**src/verilog/ahb_stage_pkg.sv**
```systemverilog
// Shared AHB widths, encodings and types, imported by the input stage RTL and its testbench
package ahb_stage_pkg;

  // ----------------------------------------------------------
  // Bus widths
  // ----------------------------------------------------------
  localparam int ADDR_W    = 32; // HADDR width
  localparam int WRAP_BITS = 4;  // Beat offset width, enough for WRAP16

  typedef logic [ADDR_W-1:0] addr_t;  // Address bus
  typedef logic [2:0]        hsize_t; // HSIZE code

  // Size codes used when scaling the address to a beat offset
  localparam hsize_t SIZE_BYTE  = 3'b000;
  localparam hsize_t SIZE_HALF  = 3'b001;
  localparam hsize_t SIZE_WORD  = 3'b010;
  localparam hsize_t SIZE_DWORD = 3'b011;

  // ----------------------------------------------------------
  // Encodings
  // ----------------------------------------------------------
  typedef enum logic [1:0] {
    IDLE   = 2'b00, // No transfer
    BUSY   = 2'b01, // Master pauses inside a burst
    NONSEQ = 2'b10, // Single or first beat
    SEQ    = 2'b11  // Following beat of a burst
  } htrans_e;

  typedef enum logic [2:0] {
    SINGLE = 3'b000, // Single transfer
    INCR   = 3'b001, // Undefined length incrementing
    WRAP4  = 3'b010,
    INCR4  = 3'b011,
    WRAP8  = 3'b100,
    INCR8  = 3'b101,
    WRAP16 = 3'b110,
    INCR16 = 3'b111
  } hburst_e;

  // Slave response, only OKAY is generated locally
  typedef enum logic [1:0] {
    OKAY  = 2'b00,
    ERROR = 2'b01,
    RETRY = 2'b10,
    SPLIT = 2'b11
  } hresp_e;

endpackage

```
**src/verilog/hold_if.sv**
```systemverilog
// Held transfer and pending state passed from the holding stage to the output selector
`timescale 1ns/100ps

interface hold_if;

  import ahb_stage_pkg::*;

  logic    pending;    // Held transfer waiting for output stage
  logic    data_valid; // Data phase of a valid transfer on this port
  addr_t   h_addr;     // Captured HADDR
  logic    h_write;    // Captured HWRITE
  hsize_t  h_size;     // Captured HSIZE
  hburst_e h_burst;    // Captured HBURST
  htrans_e h_trans;    // Captured HTRANS, burst rewrite only

  // Holding stage side
  modport hold (
    output pending, data_valid,
    output h_addr, h_write, h_size, h_burst, h_trans
  );

  // Output selector side
  modport sel (
    input pending, data_valid,
    input h_addr, h_write, h_size, h_burst, h_trans
  );

endinterface

```
**src/verilog/ahb_hold_stage.sv**
```systemverilog
// Address phase capture for one matrix slave port, keeps the pending and data-phase flags
`timescale 1ns/100ps

module ahb_hold_stage (
  input  logic                  HCLK,
  input  logic                  HRESETn,
  input  logic                  HSELS,       // Port select
  input  ahb_stage_pkg::addr_t  HADDRS,
  input  ahb_stage_pkg::htrans_e HTRANSS,
  input  logic                  HWRITES,
  input  ahb_stage_pkg::hsize_t HSIZES,
  input  ahb_stage_pkg::hburst_e HBURSTS,
  input  logic                  HREADYS,     // Previous transfer done
  input  logic                  active_ip,   // Output stage drives this port
  input  logic                  readyout_ip, // Output stage data-phase ready
  output logic                  accept,      // Holding register load strobe
  output logic                  held_tran_ip, // Request to output stage
  hold_if.hold                  hold
);

  import ahb_stage_pkg::*;

  logic    addr_valid; // Active address phase to this port
  logic    pend_next;
  logic    pend_q;
  logic    dv_q;
  addr_t   reg_addr;
  logic    reg_write;
  hsize_t  reg_size;
  hburst_e reg_burst;
  htrans_e reg_trans;

  // ----------------------------------------------------------
  // Address phase decode
  // ----------------------------------------------------------
  // IDLE and BUSY carry no transfer
  assign addr_valid = HSELS && ((HTRANSS == NONSEQ) || (HTRANSS == SEQ));
  assign accept     = addr_valid && HREADYS;

  // Holding registers, loaded on every accepted address phase
  always_ff @(posedge HCLK)
  begin
    if (accept)
    begin
      reg_addr  <= HADDRS;
      reg_write <= HWRITES;
      reg_size  <= HSIZES;
      reg_burst <= HBURSTS;
      reg_trans <= HTRANSS;
    end
  end

  // ----------------------------------------------------------
  // Pending transfer
  // ----------------------------------------------------------
  // Set when output stage is not ours at accept
  // Cleared once it drives us and completes
  always_comb
  begin
    if (accept && !active_ip)
      pend_next = 1'b1;
    else if (active_ip && readyout_ip)
      pend_next = 1'b0;
    else
      pend_next = pend_q;
  end

  always_ff @(posedge HCLK)
  begin
    if (!HRESETn)
      pend_q <= 1'b0;
    else
      pend_q <= pend_next;
  end

  // Data phase flag follows the address phase on HREADYS
  always_ff @(posedge HCLK)
  begin
    if (!HRESETn)
      dv_q <= 1'b0;
    else if (HREADYS)
      dv_q <= addr_valid; // Frozen while bus stalled
  end

  assign held_tran_ip = accept || pend_q; // Direct or held request

  // Towards the output selector
  assign hold.pending    = pend_q;
  assign hold.data_valid = dv_q;
  assign hold.h_addr     = reg_addr;
  assign hold.h_write    = reg_write;
  assign hold.h_size     = reg_size;
  assign hold.h_burst    = reg_burst;
  assign hold.h_trans    = reg_trans;

endmodule

```
**src/verilog/ahb_burst_track.sv**
```systemverilog
// Early burst termination and wrap boundary tracking for bursts entering the input stage
`timescale 1ns/100ps

module ahb_burst_track (
  input  logic                   HCLK,
  input  logic                   HRESETn,
  input  ahb_stage_pkg::addr_t   HADDRS,
  input  ahb_stage_pkg::htrans_e HTRANSS,
  input  ahb_stage_pkg::hsize_t  HSIZES,
  input  ahb_stage_pkg::hburst_e HBURSTS,
  input  logic                   HREADYS,
  input  logic                   accept,    // Address phase taken by this port
  input  logic                   active_ip, // Output stage drives this port
  output logic                   override,  // Burst being completed as INCR
  output logic                   bound      // Last beat before wrap point seen
);

  import ahb_stage_pkg::*;

  logic                 override_next;
  logic [WRAP_BITS-1:0] offset_addr; // Beat index inside 16-beat window
  logic [WRAP_BITS-1:0] check_addr;  // Offset with non-wrapping bits forced high
  logic                 bound_next;
  logic                 bound_en;

  // ----------------------------------------------------------
  // Early termination
  // ----------------------------------------------------------
  // A new burst or idle ends the override
  always_comb
  begin
    if ((HTRANSS == NONSEQ) || (HTRANSS == IDLE))
      override_next = 1'b0;
    else if ((HTRANSS == SEQ) && accept && !active_ip)
      override_next = 1'b1; // Burst broken by output stage
    else
      override_next = override;
  end

  always_ff @(posedge HCLK)
  begin
    if (!HRESETn)
      override <= 1'b0;
    else if (HREADYS)
      override <= override_next;
  end

  // ----------------------------------------------------------
  // Wrap boundary
  // ----------------------------------------------------------
  always_comb
  begin
    case (HSIZES)
      SIZE_BYTE  : offset_addr = HADDRS[WRAP_BITS-1:0];
      SIZE_HALF  : offset_addr = HADDRS[WRAP_BITS:1];
      SIZE_WORD  : offset_addr = HADDRS[WRAP_BITS+1:2];
      SIZE_DWORD : offset_addr = HADDRS[WRAP_BITS+2:3];
      default    : offset_addr = HADDRS[WRAP_BITS-1:0]; // 128 bits and up
    endcase
  end

  // Only the bits inside the wrap length are compared
  always_comb
  begin
    case (HBURSTS)
      WRAP4   : check_addr = {2'b11, offset_addr[1:0]};
      WRAP8   : check_addr = {1'b1, offset_addr[2:0]};
      WRAP16  : check_addr = offset_addr;
      default : check_addr = '0; // Never a boundary
    endcase
  end

  assign bound_next = &check_addr;
  assign bound_en   = HREADYS && ((HTRANSS == NONSEQ) || (HTRANSS == SEQ));

  always_ff @(posedge HCLK)
  begin
    if (!HRESETn)
      bound <= 1'b0;
    else if (bound_en)
      bound <= bound_next;
  end

endmodule

```
**src/verilog/ahb_out_select.sv**
```systemverilog
// Direct or held transfer selection towards the output stage, plus the upstream response
`timescale 1ns/100ps

module ahb_out_select (
  input  logic                   HSELS,
  input  ahb_stage_pkg::addr_t   HADDRS,
  input  ahb_stage_pkg::htrans_e HTRANSS,
  input  logic                   HWRITES,
  input  ahb_stage_pkg::hsize_t  HSIZES,
  input  ahb_stage_pkg::hburst_e HBURSTS,
  hold_if.sel                    hold,
  input  logic                   override,    // Interrupted burst in progress
  input  logic                   bound,       // Wrap point reached
  input  logic                   readyout_ip, // Output stage ready
  input  ahb_stage_pkg::hresp_e  resp_ip,     // Output stage response
  output logic                   sel_ip,
  output ahb_stage_pkg::addr_t   addr_ip,
  output ahb_stage_pkg::htrans_e trans_ip,
  output logic                   write_ip,
  output ahb_stage_pkg::hsize_t  size_ip,
  output ahb_stage_pkg::hburst_e burst_ip,
  output logic                   HREADYOUTS,
  output ahb_stage_pkg::hresp_e  HRESPS
);

  import ahb_stage_pkg::*;

  htrans_e trans_int; // Selected HTRANS before boundary rewrite
  hburst_e burst_int; // Selected HBURST before override
  htrans_e transb;    // HTRANS that decides the burst rewrite

  // ----------------------------------------------------------
  // Transfer mux
  // ----------------------------------------------------------
  always_comb
  begin
    if (!hold.pending)
    begin
      sel_ip    = HSELS;   // Straight through
      addr_ip   = HADDRS;
      trans_int = HTRANSS;
      write_ip  = HWRITES;
      size_ip   = HSIZES;
      burst_int = HBURSTS;
      transb    = HTRANSS;
    end
    else
    begin
      sel_ip    = 1'b1;    // Held transfer always selected
      addr_ip   = hold.h_addr;
      trans_int = NONSEQ;  // Restarts at the output stage
      write_ip  = hold.h_write;
      size_ip   = hold.h_size;
      burst_int = hold.h_burst;
      transb    = hold.h_trans;
    end
  end

  // Past the wrap point an INCR continuation must restart
  always_comb
  begin
    trans_ip = trans_int;
    if (override && bound)
    begin
      case (trans_int)
        SEQ     : trans_ip = NONSEQ;
        BUSY    : trans_ip = IDLE;
        default : trans_ip = trans_int;
      endcase
    end
  end

  assign burst_ip = (override && (transb != NONSEQ)) ? INCR : burst_int;

  // ----------------------------------------------------------
  // Upstream response
  // ----------------------------------------------------------
  always_comb
  begin
    if (!hold.data_valid)
    begin
      HREADYOUTS = 1'b1; // Not selected, or IDLE/BUSY
      HRESPS     = OKAY;
    end
    else if (hold.pending)
    begin
      HREADYOUTS = 1'b0; // Stall master until taken
      HRESPS     = OKAY;
    end
    else
    begin
      HREADYOUTS = readyout_ip;
      HRESPS     = resp_ip;
    end
  end

endmodule

```
**src/verilog/ahb_input_stage.sv**
```systemverilog
// Bus matrix input stage top, holds a transfer on one slave port until its output stage is free
`timescale 1ns/100ps

module ahb_input_stage (
  // AHB clock and reset
  input  logic                   HCLK,
  input  logic                   HRESETn,

  // Upstream address and control
  input  logic                   HSELS,
  input  ahb_stage_pkg::addr_t   HADDRS,
  input  ahb_stage_pkg::htrans_e HTRANSS,
  input  logic                   HWRITES,
  input  ahb_stage_pkg::hsize_t  HSIZES,
  input  ahb_stage_pkg::hburst_e HBURSTS,
  input  logic                   HREADYS,

  // From the output stage
  input  logic                   active_ip,
  input  logic                   readyout_ip,
  input  ahb_stage_pkg::hresp_e  resp_ip,

  // Upstream response
  output logic                   HREADYOUTS,
  output ahb_stage_pkg::hresp_e  HRESPS,

  // To the output stage
  output logic                   sel_ip,
  output ahb_stage_pkg::addr_t   addr_ip,
  output ahb_stage_pkg::htrans_e trans_ip,
  output logic                   write_ip,
  output ahb_stage_pkg::hsize_t  size_ip,
  output ahb_stage_pkg::hburst_e burst_ip,
  output logic                   held_tran_ip
);

  logic accept;   // Load strobe from holding stage
  logic override; // Burst continuation as INCR
  logic bound;    // Wrap boundary flag

  hold_if u_hold_if ();

  // Captures address phases and tracks pending state
  ahb_hold_stage u_hold_stage (
    .HCLK         (HCLK),
    .HRESETn      (HRESETn),
    .HSELS        (HSELS),
    .HADDRS       (HADDRS),
    .HTRANSS      (HTRANSS),
    .HWRITES      (HWRITES),
    .HSIZES       (HSIZES),
    .HBURSTS      (HBURSTS),
    .HREADYS      (HREADYS),
    .active_ip    (active_ip),
    .readyout_ip  (readyout_ip),
    .accept       (accept),
    .held_tran_ip (held_tran_ip),
    .hold         (u_hold_if.hold)
  );

  ahb_burst_track u_burst_track (
    .HCLK      (HCLK),
    .HRESETn   (HRESETn),
    .HADDRS    (HADDRS),
    .HTRANSS   (HTRANSS),
    .HSIZES    (HSIZES),
    .HBURSTS   (HBURSTS),
    .HREADYS   (HREADYS),
    .accept    (accept),
    .active_ip (active_ip),
    .override  (override),
    .bound     (bound)
  );

  // Combinational, zero latency
  ahb_out_select u_out_select (
    .HSELS       (HSELS),
    .HADDRS      (HADDRS),
    .HTRANSS     (HTRANSS),
    .HWRITES     (HWRITES),
    .HSIZES      (HSIZES),
    .HBURSTS     (HBURSTS),
    .hold        (u_hold_if.sel),
    .override    (override),
    .bound       (bound),
    .readyout_ip (readyout_ip),
    .resp_ip     (resp_ip),
    .sel_ip      (sel_ip),
    .addr_ip     (addr_ip),
    .trans_ip    (trans_ip),
    .write_ip    (write_ip),
    .size_ip     (size_ip),
    .burst_ip    (burst_ip),
    .HREADYOUTS  (HREADYOUTS),
    .HRESPS      (HRESPS)
  );

endmodule

```
**config.mk**
```make
export PLATFORM = sky130hd
export DESIGN_NAME = ahb_input_stage
export DESIGN_NICKNAME = d
export VERILOG_FILES = /design/src/verilog/ahb_stage_pkg.sv /design/src/verilog/hold_if.sv /design/src/verilog/ahb_hold_stage.sv /design/src/verilog/ahb_burst_track.sv /design/src/verilog/ahb_out_select.sv /design/src/verilog/ahb_input_stage.sv
export SDC_FILE = /design/constraint.sdc
export NUM_CORES = 1
export LEC_CHECK = 0
export ABC_AREA = 1
export BUFFER_PORTS_ARGS = -buffer_cell sky130_fd_sc_hd__buf_2
export CAP_MARGIN = 20
export CORE_MARGIN = 4
export CORE_UTILIZATION = 42
export CTS_CLUSTER_SIZE = 40
export DETAILED_ROUTE_END_ITERATION = 8
export PLACE_DENSITY = 0.76
export SKIP_CTS_REPAIR_TIMING = 1
export SYNTH_ARGS = -nofsm -noshare
export SYNTH_HDL_FRONTEND = slang
export SYNTH_SLANG_ARGS = --single-unit
```
**constraint.sdc**
```tcl
create_clock -name HCLK -period 2.3 [get_ports HCLK]
set_input_delay 0.115 -clock HCLK [delete_from_list [all_inputs] [get_ports HCLK]]
set_output_delay 0.115 -clock HCLK [all_outputs]
set_load 0.03 [all_outputs]
```
==> results.py <==
metrics = {
    "synthesis": {
        "synth_most_common_cell": "nand2_1",
        "synth_seq_area_share_pct": 62.6,
        "synth_edf_count": 41,
        "synthArstFlopShare_pct": 0,
        "synth_top_area_share_pct": 58.7,
        "synth_area_leaders": "edfxtp_1 59%, nand2_1 22%, dfxtp_1 3.8%",
        "avgSynthCellArea_sq_um": 9.03,
        "synth_cell_type_count": 23,
        "yosysWarnings": 0,
        "syn_nets": 281,
        "syn_area_sq_um": 2100,
        "ys.flop_type": "edfxtp_1",
        "synthTopCellsByCount": "121 x nand2_1, 41 x edfxtp_1, 11 x inv_1",
        "yosysTopAreaCell": "edfxtp_1",
        "synth-seq-cells": 45,
        "synth_cells": 232,
    },
    "drt": {
        "via_per_inst": 4.63,
        "antenna_left": 0,
        "drc_errors": 0,
        "routed_wirelength_um": 4860,
        "drt_first_pass_iters": 4,
        "wire_per_inst_um": 12.2,
        "drt_iter0_markers": 87,
        "via_count": 1842,
    },
    "die": {
        "pin_count": 95,
        "start_util_pct": 43.8,
        "core_sq_um": 4790,
        "rows": 25,
        "die_h_um": 78.6,
        "die-area_sq_um": 6180,
        "die_w_um": 78.6,
    },
    "critical_path": {
        "path_class": "flip-flop to output pin",
        "worstSetupStartpointType": "flip-flop",
        "path_cells": "buf_4, nand2_1, a21oi_1, buf_2",
        "crit_family": "flip-flops",
        "r2r_slack_ns": 0.95,
        "crit_path_top_delay_cell": "dfxtp_2",
        "cp_max_fo": 26,
        "arrival_ns": 1.72,
        "required_ns": 2.18,
        "critPathMaxStageDelay_ns": 0.59,
        "critPathBufInv": 2,
        "crit_path_end_kind": "output pin",
    },
    "hold_path": {
        "min_path_type": "primary input to flip-flop",
    },
    "placement": {
        "hpwl_um": 3640,
        "io_buffers": 94,
        "place.gp.congestion": 0.899,
        "dp.cells": 388,
        "pre_cts_ws_ns": 0.800,
    },
    "final_layout": {
        "area_growth_pct": 31.5,
        "n_antenna_cell": 0,
        "finalNonFillerCells": 398,
        "final_nets": 379,
        "drive_gt1_share_pct": 33.8,
    },
    "clock_network": {
        "ctsLongestPathBuffers": 2,
        "cts_root_buf": "clkbuf_8",
        "h-tree-depth": 2,
        "clock_sinks": 45,
        "cts_made_buffers": 5,
        "clkTransAtPathRegs_ns": 0.08,
        "clk-insertion-delay-late_ns": 0.28,
        "cts_tree": "yes",
    },
    "sta": {
        "worst_pin_slew_ns": 0.415,
        "slew_violations": 0,
        "setup_viol": 0,
        "post-route-period-util_pct": 79.8,
        "rsz0062_at_grt": "false",
        "clock.fmax_mhz": 545,
        "maxSlewHeadroom_pct": 72.3,
        "final.setup.tns_ns": 0,
        "whs_ns": 0.0148,
        "skew_ns": 0,
        "period_needed_ns": 1.84,
        "hold_viol_final": 0,
        "timing.final.ws_setup_ns": 0.464,
    },
    "pwr": {
        "ir_drop_v": 0.000359,
        "power_leakage_uw": 0.00131,
        "total_power_uw": 1750,
        "powerDensity_nw_per_um2": 636,
    },
    "global_routing": {
        "grt-ovfl-total": 0,
        "track_usage_pct": 16.1,
        "antenna_found_initial": 0,
        "grt_pass1_wl_um": 7970,
        "grt_pass1_vias": 1807,
        "grt_start_max_net_pins": 33,
    },
    "job": {
        "cap_violations": 0,
    },
    "outcome": {
        "status": "finished clean",
    },
}
## power by group
group	leakage [uW]	switching, uW	internal, uW
combinational	0.000855	222	101
sequential	0.000409	12.7	932
clock	0.0000455	239	245
total	0.00131	474	1280
## logic make-up after synthesis
group                  share of synthesized area [%]
AOI/OAI and AO/OA                               6.03
and+or+nand+nor                                 26.6
DFF                                             62.6
buffers and inverters                           4.78
## sequential cells by signal, indices dropped and copies added (netlist names)
name,count
u_hold_stage.hold.h_write,1
u_burst_track.bound,1
u_hold_stage.hold.h_trans,2
u_hold_stage.hold.h_burst,3
u_hold_stage.hold.data_valid,1
u_hold_stage.hold.pending,1
u_hold_stage.hold.h_size,3
u_burst_track.override,1
u_hold_stage.hold.h_addr,32
## worst register-to-register path, stage by stage, from the launching register on
cell and delay [ns]:
dfxtp_2 0.59, inv_2 0.15, buf_4 0.27, o21ai_1 0.14, nand2_1 0.06, nor2_1 0.08
## metal layers
| layer | track usage [%] | up-vias | wire length (um) |
|---|---|---|---|
| li1 | - | 954 | - |
| met1 | 20.7 | 813 | 2090 |
| met2 | 27.3 | 68 | 2410 |
| met3 | 2.41 | 7 | 296 |
| met4 | 5.77 | 0 | 63 |
| met5 | 0 | - | 0 |
## layout by cell type, fill, tap and decap left out, types with 2 or more instances in the layout
cell and count:
nand2_1 121, buf_2 94, edfxtp_1 41, inv_1 11, o21ai_1 9, nor2_1 8
a21oi_1 6, clkbuf_8 6, inv_2 4, nand4_1 4, buf_4 4, nand3_1 3
dfxtp_1 3, nor2_4 2, clkbuf_1 2, dlygate4sd3_1 2
## final timing paths
path,start,endpoint,depth (start not counted)
worst max-delay path,u_hold_stage.hold.pending$_SDFFE_PN0P_,burst_ip[2],4
worst min register to register,u_burst_track.bound$_SDFFE_PN0P_,u_burst_track.bound$_SDFFE_PN0P_,2
worst max register to register,u_hold_stage.hold.pending$_SDFFE_PN0P_,u_hold_stage.hold.pending$_SDFFE_PN0P_,5
worst min-delay path,HWRITES,u_hold_stage.hold.h_write$_DFFE_PP_,1
## per-stage QoR
| step | cell area (sq um) | utilization [%] |
|---|---|---|
| 2_1_floorplan | 2100 | - |
| 3_3_place_gp | 2650 | 55.3 |
| 3_5_place_dp | 2650 | 55.3 |
| 4_1_cts | 2740 | 57.2 |
| 5_1_grt | 2760 | 57.6 |
| 6_report | 2760 | 57.6 |
## final cells by class
type | count | area, sq um
Clock buffer | 8 | 90.1
Fill cell | 452 | 2030
Inverter | 15 | 56.3
Multi-Input combinational cell | 163 | 692
Sequential cell | 45 | 1310
Tap cell | 67 | 83.8
Timing Repair Buffer | 100 | 520
Power figures use the tool's default switching activity.
